### src/include/cgra_conf_cfg.svh
`ifndef CGRA_CONF_CFG_SVH
`define CGRA_CONF_CFG_SVH

// configuration line and word geometry.
`define CONF_LINE_W 512
`define CONF_WORD_W 64
`define CONF_WORDS_PER_LINE 8

// pe store.
`define CONF_NUM_PE 16
`define CONF_PE_DATA_W 56

// line fifo depth, in lines.
`define CONF_FIFO_DEPTH 4

// quiet cycles after the last word before done.
`define CONF_DRAIN_CYCLES 41

`endif

### src/hdl/cgra_conf_pkg.sv
`include "cgra_conf_cfg.svh"

package cgra_conf_pkg;

  // first line of a configuration stream.
  typedef struct packed {
    logic [`CONF_LINE_W-66-1:0] rsvd_hi;  // bits 511:66.
    logic [1:0]                 wr_fifo_mask;
    logic [29:0]                rsvd_mid; // bits 63:34.
    logic [1:0]                 rd_fifo_mask;
    logic [31:0]                word_count;
  } conf_hdr_t;

  // one configuration word as seen by the dispatcher.
  typedef struct packed {
    logic [`CONF_WORD_W-`CONF_PE_DATA_W-1:0] pe_idx;
    logic [`CONF_PE_DATA_W-1:0]              pe_data;
  } conf_word_t;

  // header view for the first line, word view for every later one.
  // words[0] sits in bits 63:0 and goes out first.
  typedef union packed {
    conf_hdr_t                                           hdr;
    logic [`CONF_WORDS_PER_LINE-1:0][`CONF_WORD_W-1:0]   words;
  } conf_line_u;

endpackage

### src/hdl/conf_line_if.sv
`timescale 1ns/100ps

interface conf_line_if;

  logic                      available; // fifo holds at least one line.
  logic                      req;       // single-cycle pop.
  cgra_conf_pkg::conf_line_u data;
  logic                      valid;     // one cycle after req.

  modport src (
    output available,
    output data,
    output valid,
    input  req
  );

  modport dst (
    input  available,
    input  data,
    input  valid,
    output req
  );

endinterface

### src/hdl/cgra_conf_top.sv
`timescale 1ns/100ps
`include "cgra_conf_cfg.svh"

module cgra_conf_top (
  input  logic                            clk,
  input  logic                            rst,
  input  logic                            start,
  input  logic                            line_req,
  input  logic [`CONF_LINE_W-1:0]         line_data,
  input  logic [$clog2(`CONF_NUM_PE)-1:0] rd_pe,
  output logic                            line_ack,
  output logic [1:0]                      read_fifo_mask,
  output logic [1:0]                      write_fifo_mask,
  output logic                            done,
  output logic [`CONF_PE_DATA_W-1:0]      rd_data,
  output logic [15:0]                     bad_word_count
);

  cgra_conf_pkg::conf_line_u           line_in;
  logic                                conf_valid;
  cgra_conf_pkg::conf_word_t           conf_word;
  logic                                wr_en;
  logic [$clog2(`CONF_NUM_PE)-1:0]     wr_pe;
  logic [`CONF_PE_DATA_W-1:0]          wr_data;

  conf_line_if lines ();

  assign line_in = line_data;

  conf_line_fifo u_line_fifo (
    .clk       (clk),
    .rst       (rst),
    .line_req  (line_req),
    .line_data (line_in),
    .line_ack  (line_ack),
    .lines     (lines.src)
  );

  conf_loader u_loader (
    .clk             (clk),
    .rst             (rst),
    .start           (start),
    .lines           (lines.dst),
    .conf_valid      (conf_valid),
    .conf_word       (conf_word),
    .read_fifo_mask  (read_fifo_mask),
    .write_fifo_mask (write_fifo_mask),
    .done            (done)
  );

  conf_dispatch u_dispatch (
    .clk            (clk),
    .rst            (rst),
    .conf_valid     (conf_valid),
    .conf_word      (conf_word),
    .wr_en          (wr_en),
    .wr_pe          (wr_pe),
    .wr_data        (wr_data),
    .bad_word_count (bad_word_count)
  );

  pe_conf_store u_store (
    .clk     (clk),
    .rst     (rst),
    .wr_en   (wr_en),
    .wr_pe   (wr_pe),
    .wr_data (wr_data),
    .rd_pe   (rd_pe),
    .rd_data (rd_data)
  );

endmodule

### src/hdl/conf_dispatch.sv
`timescale 1ns/100ps
`include "cgra_conf_cfg.svh"

module conf_dispatch (
  input  logic                               clk,
  input  logic                               rst,
  input  logic                               conf_valid,
  input  cgra_conf_pkg::conf_word_t          conf_word,
  output logic                               wr_en,
  output logic [$clog2(`CONF_NUM_PE)-1:0]    wr_pe,
  output logic [`CONF_PE_DATA_W-1:0]         wr_data,
  output logic [15:0]                        bad_word_count
);

  localparam int NUM_PE = `CONF_NUM_PE;
  localparam int PE_W = $clog2(NUM_PE);
  localparam int IDX_W = `CONF_WORD_W - `CONF_PE_DATA_W;

  logic in_range;
  logic bad_word;

  assign in_range = (conf_word.pe_idx < IDX_W'(NUM_PE));
  assign bad_word = conf_valid && !in_range;

  always_ff @(posedge clk) begin
    if (rst) begin
      wr_en <= 1'b0;
      bad_word_count <= '0;
    end else begin
      wr_en <= conf_valid && in_range;
      if (bad_word && (bad_word_count != '1)) begin
        bad_word_count <= bad_word_count + 1'b1; // saturates.
      end
    end
  end

  // write address and payload.
  always_ff @(posedge clk) begin
    if (conf_valid && in_range) begin
      wr_pe <= conf_word.pe_idx[PE_W-1:0];
      wr_data <= conf_word.pe_data;
    end
  end

  // a write always stems from an in-range word of the previous cycle.
  a_wr_in_range: assert property (@(posedge clk) disable iff (rst)
    wr_en |-> $past(conf_valid) && ($past(conf_word.pe_idx) == IDX_W'(wr_pe)));

endmodule

### src/hdl/conf_line_fifo.sv
`timescale 1ns/100ps
`include "cgra_conf_cfg.svh"

module conf_line_fifo (
  input  logic                      clk,
  input  logic                      rst,
  input  logic                      line_req,
  input  cgra_conf_pkg::conf_line_u line_data,
  output logic                      line_ack,
  conf_line_if.src                  lines
);

  localparam int DEPTH = `CONF_FIFO_DEPTH;
  localparam int PTR_W = (DEPTH > 1) ? $clog2(DEPTH) : 1;
  localparam int CNT_W = $clog2(DEPTH + 1);
  localparam logic ACC_IDLE = 1'b0;
  localparam logic ACC_ACK = 1'b1;

  cgra_conf_pkg::conf_line_u mem [DEPTH];
  logic [PTR_W-1:0]          wr_ptr;
  logic [PTR_W-1:0]          rd_ptr;
  logic [CNT_W-1:0]          count;
  logic                      acc_state;
  logic                      full;
  logic                      push;
  logic                      pop;

  assign full = (count == CNT_W'(DEPTH));
  assign push = (acc_state == ACC_IDLE) && line_req && !full; // held off while full.
  assign pop = lines.req && (count != '0);
  assign line_ack = (acc_state == ACC_ACK);
  assign lines.available = (count != '0);

  // host side four-phase acceptor.
  always_ff @(posedge clk) begin
    if (rst) begin
      acc_state <= ACC_IDLE;
    end else begin
      case (acc_state)
        ACC_IDLE: begin
          if (push) begin
            acc_state <= ACC_ACK;
          end
        end
        ACC_ACK: begin
          if (!line_req) begin
            acc_state <= ACC_IDLE; // ack drops after req is seen low.
          end
        end
        default: acc_state <= ACC_IDLE;
      endcase
    end
  end

  always_ff @(posedge clk) begin
    if (rst) begin
      wr_ptr <= '0;
      rd_ptr <= '0;
      count <= '0;
      lines.valid <= 1'b0;
    end else begin
      lines.valid <= pop;
      if (push) begin
        wr_ptr <= (wr_ptr == PTR_W'(DEPTH - 1)) ? '0 : wr_ptr + 1'b1;
      end
      if (pop) begin
        rd_ptr <= (rd_ptr == PTR_W'(DEPTH - 1)) ? '0 : rd_ptr + 1'b1;
      end
      case ({push, pop})
        2'b10:   count <= count + 1'b1;
        2'b01:   count <= count - 1'b1;
        default: count <= count;
      endcase
    end
  end

  always_ff @(posedge clk) begin
    if (push) begin
      mem[wr_ptr] <= line_data;
    end
    if (pop) begin
      lines.data <= mem[rd_ptr];
    end
  end

  // a push into a full buffer would lift the count past the depth.
  a_no_push_full: assert property (@(posedge clk) disable iff (rst)
    count <= CNT_W'(DEPTH));

  // the loader only pops what is there.
  a_pop_available: assert property (@(posedge clk) disable iff (rst)
    lines.req |-> lines.available);

endmodule

### src/hdl/conf_loader.sv
`timescale 1ns/100ps
`include "cgra_conf_cfg.svh"

module conf_loader (
  input  logic                      clk,
  input  logic                      rst,
  input  logic                      start,
  conf_line_if.dst                  lines,
  output logic                      conf_valid,
  output cgra_conf_pkg::conf_word_t conf_word,
  output logic [1:0]                read_fifo_mask,
  output logic [1:0]                write_fifo_mask,
  output logic                      done
);

  localparam logic [2:0] ST_IDLE = 3'd0;
  localparam logic [2:0] ST_REQ = 3'd1;
  localparam logic [2:0] ST_WAIT = 3'd2;
  localparam logic [2:0] ST_HDR = 3'd3;
  localparam logic [2:0] ST_SEND = 3'd4;
  localparam logic [2:0] ST_DRAIN = 3'd5;
  localparam logic [2:0] ST_DONE = 3'd6;

  localparam int WPL = `CONF_WORDS_PER_LINE;
  localparam int IDX_W = $clog2(WPL);
  localparam int DRAIN = `CONF_DRAIN_CYCLES;
  localparam int DRAIN_W = $clog2(DRAIN + 1);

  logic [2:0]                state;
  logic [2:0]                ret_state;  // where to go once the line lands.
  cgra_conf_pkg::conf_line_u line;
  cgra_conf_pkg::conf_hdr_t  hdr;
  logic [31:0]               word_count;
  logic [31:0]               sent_count;
  logic [IDX_W-1:0]          word_idx;   // position within the current line.
  logic [DRAIN_W-1:0]        drain_cnt;
  logic                      req;

  assign hdr = line.hdr;
  assign lines.req = req;

  // line buffer, shifted down one word per send.
  always_ff @(posedge clk) begin
    if ((state == ST_WAIT) && lines.valid) begin
      line <= lines.data;
    end else if (state == ST_SEND) begin
      line.words <= line.words >> `CONF_WORD_W;
    end
  end

  always_ff @(posedge clk) begin
    if (rst) begin
      state <= ST_IDLE;
      ret_state <= ST_HDR;
      req <= 1'b0;
      word_count <= '0;
      sent_count <= '0;
      word_idx <= '0;
      drain_cnt <= '0;
      read_fifo_mask <= '0;
      write_fifo_mask <= '0;
      done <= 1'b0;
      conf_valid <= 1'b0;
      conf_word <= '0;
    end else begin
      req <= 1'b0;
      conf_valid <= 1'b0;
      conf_word <= '0; // bus idles at zero.
      case (state)
        ST_IDLE: begin
          if (start) begin
            state <= ST_REQ;
            ret_state <= ST_HDR;
          end
        end
        ST_REQ: begin
          if (lines.available) begin
            req <= 1'b1;
            state <= ST_WAIT;
          end
        end
        ST_WAIT: begin
          if (lines.valid) begin
            state <= ret_state;
          end
        end
        ST_HDR: begin
          word_count <= hdr.word_count;
          read_fifo_mask <= hdr.rd_fifo_mask;
          write_fifo_mask <= hdr.wr_fifo_mask;
          sent_count <= '0;
          word_idx <= '0;
          drain_cnt <= '0;
          if (hdr.word_count == 32'd0) begin
            state <= ST_DRAIN; // empty stream.
          end else begin
            state <= ST_REQ;
            ret_state <= ST_SEND;
          end
        end
        ST_SEND: begin
          conf_valid <= 1'b1;
          conf_word <= cgra_conf_pkg::conf_word_t'(line.words[0]);
          sent_count <= sent_count + 32'd1;
          word_idx <= word_idx + 1'b1;
          if (sent_count + 32'd1 == word_count) begin
            state <= ST_DRAIN; // rest of the line is dropped.
          end else if (word_idx == IDX_W'(WPL - 1)) begin
            state <= ST_REQ;
          end
        end
        ST_DRAIN: begin
          if (drain_cnt == DRAIN_W'(DRAIN - 1)) begin
            done <= 1'b1;
            state <= ST_DONE;
          end else begin
            drain_cnt <= drain_cnt + 1'b1;
          end
        end
        ST_DONE: begin
          done <= 1'b1; // held until reset.
        end
        default: state <= ST_IDLE;
      endcase
    end
  end

  // nothing leaves the loader once the stream is closed.
  a_quiet_after_done: assert property (@(posedge clk) disable iff (rst)
    done |-> !conf_valid);

endmodule

### src/hdl/pe_conf_store.sv
`timescale 1ns/100ps
`include "cgra_conf_cfg.svh"

module pe_conf_store (
  input  logic                            clk,
  input  logic                            rst,
  input  logic                            wr_en,
  input  logic [$clog2(`CONF_NUM_PE)-1:0] wr_pe,
  input  logic [`CONF_PE_DATA_W-1:0]      wr_data,
  input  logic [$clog2(`CONF_NUM_PE)-1:0] rd_pe,
  output logic [`CONF_PE_DATA_W-1:0]      rd_data
);

  localparam int NUM_PE = `CONF_NUM_PE;

  logic [`CONF_PE_DATA_W-1:0] pe_regs [NUM_PE];

  // store is part of the reset state.
  always_ff @(posedge clk) begin
    if (rst) begin
      for (int i = 0; i < NUM_PE; i++) begin
        pe_regs[i] <= '0;
      end
    end else if (wr_en) begin
      pe_regs[wr_pe] <= wr_data; // last write wins.
    end
  end

  // registered readback.
  always_ff @(posedge clk) begin
    if (rst) begin
      rd_data <= '0;
    end else begin
      rd_data <= pe_regs[rd_pe];
    end
  end

endmodule

### config.mk
export PLATFORM = sky130hd
export DESIGN_NAME = cgra_conf_top
export DESIGN_NICKNAME = d
export VERILOG_FILES = /design/src/hdl/cgra_conf_pkg.sv /design/src/hdl/conf_line_if.sv /design/src/hdl/cgra_conf_top.sv /design/src/hdl/conf_dispatch.sv /design/src/hdl/conf_line_fifo.sv /design/src/hdl/conf_loader.sv /design/src/hdl/pe_conf_store.sv
export VERILOG_INCLUDE_DIRS = /design/src /design/src/include
export SDC_FILE = /design/constraint.sdc
export NUM_CORES = 2
export LEC_CHECK = 0
export ABC_AREA = 1
export BUFFER_PORTS_ARGS = -buffer_cell sky130_fd_sc_hd__buf_4
export CAP_MARGIN = 20
export CORE_MARGIN = 3
export CORE_UTILIZATION = 45
export CTS_CLUSTER_DIAMETER = 100
export CTS_CLUSTER_SIZE = 25
export DETAILED_ROUTE_END_ITERATION = 16
export RECOVER_POWER = 100
export SYNTH_ARGS = -nofsm -noshare
export SYNTH_HDL_FRONTEND = slang
export SYNTH_SLANG_ARGS = --single-unit
### constraint.sdc
create_clock -name clk -period 35 [get_ports clk]
set_clock_uncertainty 0.1 [all_clocks]
set_input_delay 3.5 -clock clk [delete_from_list [all_inputs] [get_ports clk]]
set_output_delay 3.5 -clock clk [all_outputs]
set_load 0.02 [all_outputs]
Word level (Yosys, flattened, before mapping):

Memory sizes are Yosys's and may differ from the RTL's. A register that Yosys moved wholly into a read port is not among the register bits.
Cells that the tools add are included.

* bitwise operators: 4
* equality and inequality tests: 22
* order comparisons: 1
* multiplexer cells: 36
* add/subtract/negate cells: 8
* reductions and logical operators: 25

Operators with widths (number)
* $mux 512: 2
* $pmux 32 s2: 1
* $mux 56: 1
* $reduce_or 56->1: 1
* $add 32x1->32 const B: 1
* $eq 32x32->1: 1
* $logic_not 32->1: 1
* $mux 3: 9
* $pmux 3 s7: 1
* $pmux 3 s2: 3
* $add 16x1->16 const B: 1
* $ne 16x16->1 const B: 1
* $eq 3x3->1 const B: 5
* $mux 1: 12
* $pmux 6 s2: 1
* $reduce_bool 2->1: 6
* $ne 2x2->1 const B: 5
* $lt 8x5->1 const B: 1
* $logic_and 1x1->1: 7
* $add 3x1->3 const B: 2
* $add 6x1->6 const B: 1
* $eq 2x2->1 const B: 3
* $eq 3x2->1 const B: 2
* $eq 6x6->1 const B: 1
* other kinds (18): 27

* bits of input ports: 520
* bits in writable memories: 2944
* memories: 2
* register bits: 748
* logic and storage cells: 121
* output and inout port bits: 78

Memories
* u_line_fifo.mem: depth 4, bits a word 512, rd ports 1, clocked after Yosys merged registers in 1, wr ports 1, RTL line conf_line_fifo.sv:19 `cgra_conf_pkg::conf_line_u mem [DEPTH];`
* u_store.pe_regs: depth 16, bits a word 56, rd ports 1, clocked after Yosys merged registers in 1, wr ports 16, RTL line pe_conf_store.sv:16 `` logic [`CONF_PE_DATA_W-1:0] pe_regs [NUM_PE]; ``

Longest topological paths before layout:

* word-level depth: 5
* gate-level depth with buffers: 19
* gate-level depth less buffers: 19

Hierarchy:

Synthesis repeated with hierarchy kept, for this count alone.

* cells, all modules: 12604
* area, all modules: 165404.9 um2

Modules (own cells, without submodules)
* conf_line_fifo: times used 1, area each 91326.3 um2, cells each 5537, seq. area each 77053.9 um2
* pe_conf_store: times used 1, area each 43335.3 um2, cells each 4707, seq. area each 28026.9 um2
* conf_loader: times used 1, area each 27916.8 um2, cells each 2142, seq. area each 18357.6 um2
* conf_dispatch: times used 1, area each 2826.5 um2, cells each 218, seq. area each 2142.1 um2

Worst setup path after synthesis:

No wires, ideal clock.

* path kind: input to register
* from: in line_req
* to: mem u_line_fifo.mem[0][0] in the netlist's numbering (enable)
* library setup time: 1.402 ns
* cell stages on the path: 3
* slack: 8.351 ns
* buffers on the path: 0
* data arrival time: 25.147 ns
* required time: 33.498 ns
* cell sequence: nor3b_1 clkinv_1 nor2_1

* word-level cells in the longest chain between the ends: 4

RTL lines
* start, declared: RTL line cgra_conf_top.sv:8 `input logic line_req,`
* $logic_and 1x1->1 (2 in series): RTL line conf_line_fifo.sv:29 `assign push = (acc_state == ACC_IDLE) && line_req && !full;`
* $mux 1: RTL line conf_line_fifo.sv:78 `if (push) begin`
* $mux 1 (not written as such): RTL line conf_line_fifo.sv:79 `mem[wr_ptr] <= line_data;`
* end, declared: RTL line conf_line_fifo.sv:19

Every way passes these cells.

Worst setup path in the final report:

* from: in line_req
* to: mem u_line_fifo.mem[3][249] in the netlist's numbering (enable)

The elaborated chain is that of the path after synthesis.

==> flow_metrics.py <==
metrics = {
    "outcome": {
        "status": "finished with violations",
        "violations": "capacitance limit, slew limit",
    },
    "floorplan": {
        "die_h_um": 604,
        "rows": 219,
        "core_area_mm2": 0.356,
        "io_pins": 598,
        "die_width_um": 604,
        "fp.dieArea_mm2": 0.365,
        "start_util_pct": 45.2,
    },
    "clocking": {
        "cts_buffers": 200,
        "htreeDepth": 4,
        "cts_tree": "built",
        "cts_root_buffer": "clkbuf_16",
        "cts_setup_buffers": 0,
        "clkTransAtPathRegs_ns": 0.10,
        "clk_latency_ns": 1.00,
        "cts.path.max_buffers": 4,
        "numClockSinks": 4259,
        "cts_resized": 0,
        "cts_hold_buffers": 0,
    },
    "critical_path": {
        "cp_cell_sequence": "clkbuf_1 > nor3b_1 > clkinv_1 > clkbuf_1 > nor2_4 > clkbuf_1 > clkbuf_1 > clkbuf_1",
        "crit_top_cell": "clkbuf_1",
        "cp_slowest_cell": "clkbuf_1",
        "crit_buf_inv": 6,
        "cp-start-kind": "input port",
        "critical_path_class": "input port to flop",
        "r2r-start": "u_loader.state[1]",
        "reg2reg_slack_ns": 16.42,
        "r2r_cells": 10,
        "regToRegEndpoint": "u_loader.hdr[361]",
        "path_max_fanout": 136,
        "slowest_delay_ns": 6.69,
        "cp.arrival_ns": 20.18,
        "cp_top_family": "buffers and inverters",
        "required_ns": 35.18,
        "critPathCaptureType": "flop",
    },
    "global_route": {
        "grt.total_usage_pct": 22.8,
        "grt_pass1_vias": 91212,
        "grt_pass1_wl_um": 618000,
        "antenna_found_initial": 149,
        "gr-total-overflow": 0,
        "grt_max_degree": 235,
    },
    "place": {
        "hpwl_um": 244000,
        "portBuffers": 597,
        "dpl-instance-area_mm2": 0.170,
        "place_congestion": 0.806,
    },
    "final_layout": {
        "stdcell_area_mm2": 0.173,
        "fillers": 30747,
        "drive_gt1_share_pct": 4.80,
        "nets": 12118,
        "final_core_util_pct": 48.6,
        "area_growth_pct": 7.56,
    },
    "timing": {
        "rsz0062_at_grt": "false",
        "slew_viol_final": 6592,
        "finalCritPeriodShare_pct": 57.2,
        "slew_headroom_pct": -559,
        "hold_viol": 0,
        "finalSetupViolCount": 0,
        "max_freq_mhz": 50.0,
        "fin_setup_tns_ns": 0,
        "whs_ns": 0.289,
        "fin_crit_ns": 20.01,
        "worst_pin_slew_ns": 9.89,
    },
    "run": {
        "max_cap_viol_count": 111,
    },
    "drt": {
        "post-route-drc-count": 0,
        "ant_nets": 0,
        "wl_um": 429000,
        "routedWlPerCell_um": 26.0,
        "viasPerCell": 5.68,
        "drt_iter0_markers": 9696,
        "firstDrtPassIters": 8,
        "dr_total_vias": 93704,
    },
    "logic_synthesis": {
        "async_flop_share_pct": 0,
        "yosysSeqAreaShare_pct": 78.0,
        "syn_inst": 11407,
        "syn_nets": 11940,
        "synth_edf_count": 4028,
        "synth_warnings": 0,
        "ys_types": 45,
        "avgSynthCellArea_um2": 14.1,
        "ys_seq_elements": 4259,
        "synth_flop_cell": "edfxtp_1",
        "synth_area_mm2": 0.161,
    },
    "worst_hold_path": {
        "hp-class": "flop to flop",
        "min_to": "u_dispatch.wr_data[33]",
        "whs_path_depth": 0,
        "hp-start": "u_loader.conf_word[33]",
    },
    "power_and_ir_drop": {
        "p_per_area_mw_per_mm2": 51.8,
        "power_leakage_nw": 56.6,
        "peakVddDrop_mv": 0.0503,
    },
}
## cells in the mapped netlist (4+ instances only)
master | count | area share (%)
clkinv_1 | 4 | 0.0093
dfxtp_1 | 231 | 2.9
nor2_1 | 2599 | 6.1
nand3_1 | 136 | 0.42
clkbuf_1 | 708 | 1.6
nor2_2 | 7 | 0.027
inv_2 | 5 | 0.012
a21oi_1 | 149 | 0.46
nand2_2 | 10 | 0.039
nor3b_1 | 8 | 0.037
o221ai_1 | 154 | 0.84
buf_1 | 62 | 0.14
o22ai_1 | 582 | 2.3
o211ai_1 | 71 | 0.33
edfxtp_1 | 4028 | 75
nand2_1 | 278 | 0.65
nor3_1 | 14 | 0.044
inv_1 | 308 | 0.72
nor4_1 | 11 | 0.043
nand4_1 | 11 | 0.043
xnor2_1 | 4 | 0.022
ha_1 | 12 | 0.093
o21ai_0 | 1526 | 4.7
mux2_2 | 448 | 3.1
## sequential cells by signal, indices dropped and copies added, names as in the netlist, 3 cells and up
signal / count
u_dispatch.bad_word_count: 16
u_dispatch.wr_data: 56
u_dispatch.wr_pe: 4
u_line_fifo.count: 3
u_line_fifo.lines.data: 512
u_line_fifo.mem: 2048
u_loader.conf_word: 64
u_loader.drain_cnt: 6
u_loader.hdr: 512
u_loader.sent_count: 32
u_loader.state: 3
u_loader.word_count: 32
u_loader.word_idx: 3
u_store.pe_regs: 896
u_store.rd_data: 56
## per-stage QoR
stage / setup slack (ns) / std cells / power [W]
floorplan: 8.35 / 11407 / 0.00629
global placement: 25.25 / 16122 / 0.00642
detailed placement: 25.40 / 16127 / 0.00645
CTS: 26.45 / 16409 / 0.00906
global route: 13.87 / 16447 / 0.00928
finish: 14.99 / 16487 / 0.00898
## cells by family after synthesis
group | count (synthesis) | share of synthesized area [%]
xor+xnor | 9 | 0.0668
mux | 448 | 3.13
fa+ha+maj | 13 | 0.106
buf+inv | 1089 | 2.54
simple gates | 3091 | 7.48
flops | 4259 | 78.0
compound gates | 2498 | 8.71
## report_power, final
group | internal (W) | switching [W]
sequential | 0.00578 | 0.0000469
combinational | 0.000121 | 0.000371
clock | 0.00109 | 0.00158
## worst reg2reg max path, cell delays in order (launching register included)
cell and delay (ns):
dfxtp_1 0.34, inv_1 0.06, nor2_1 0.12, inv_1 0.07, nor2_1 0.18, nand2_1 1.53, nand2_1 2.40, clkbuf_1 3.02
clkbuf_1 2.71, clkbuf_1 6.21, buf_4 1.39
## cell type report
| type | instances | area [µm²] | share of cell area, % |
|---|---|---|---|
| antenna | 71 | 178 | 0.103 |
| clock buffer | 251 | 5200 | 3.00 |
| clock inverter | 31 | 578 | 0.334 |
| inverter | 317 | 1220 | 0.705 |
| multi-input combinational | 6059 | 31400 | 18.1 |
| sequential | 4259 | 126000 | 72.5 |
| tap | 4751 | 5940 | 3.43 |
| timing repair buffer | 748 | 3130 | 1.80 |
## per-layer routing
metal / wire [µm] / track usage (%) / vias up
li1: - / - / 42014
met1: 169000 / 29.5 / 47548
met2: 213000 / 38.4 / 3362
met3: 31700 / 4.24 / 708
met4: 15100 / 8.15 / 72
met5: 481 / 0 / -
## worst max path at each step
stage | start | endpoint | cells after the start
4_1_cts | line_req | u_line_fifo.mem[1][398] | 10
3_5_place_dp | line_req | u_line_fifo.mem[1][398] | 10
5_1_grt | line_req | u_line_fifo.mem[3][249] | 8
3_3_place_gp | line_req | u_line_fifo.mem[1][398] | 10
2_1_floorplan | line_req | u_line_fifo.mem[0][0] | 3
6_report | line_req | u_line_fifo.mem[3][249] | 8
## layout by cell type (no fill, tap or decap), types with 5 or more instances in the layout
cell type     n
edfxtp_1   4028
nor2_1     2597
o21ai_0    1526
clkbuf_1    751
o22ai_1     582
inv_1       306
nand2_1     277
mux2_2      238
dfxtp_1     230
mux2_1      210
clkbuf_16   200
o221ai_1    154
a21oi_1     150
nand3_1     136
diode_2      71
o211ai_1     71
buf_4        39
nor3_1       14
ha_1         12
nand2_2      11
nand4_1      11
nor4_1       11
nor3b_1       8
clkinv_16     8
clkinv_8      7
nor2_2        7
nor2_4        5
inv_16        5
(Power assumes the default switching activity.)
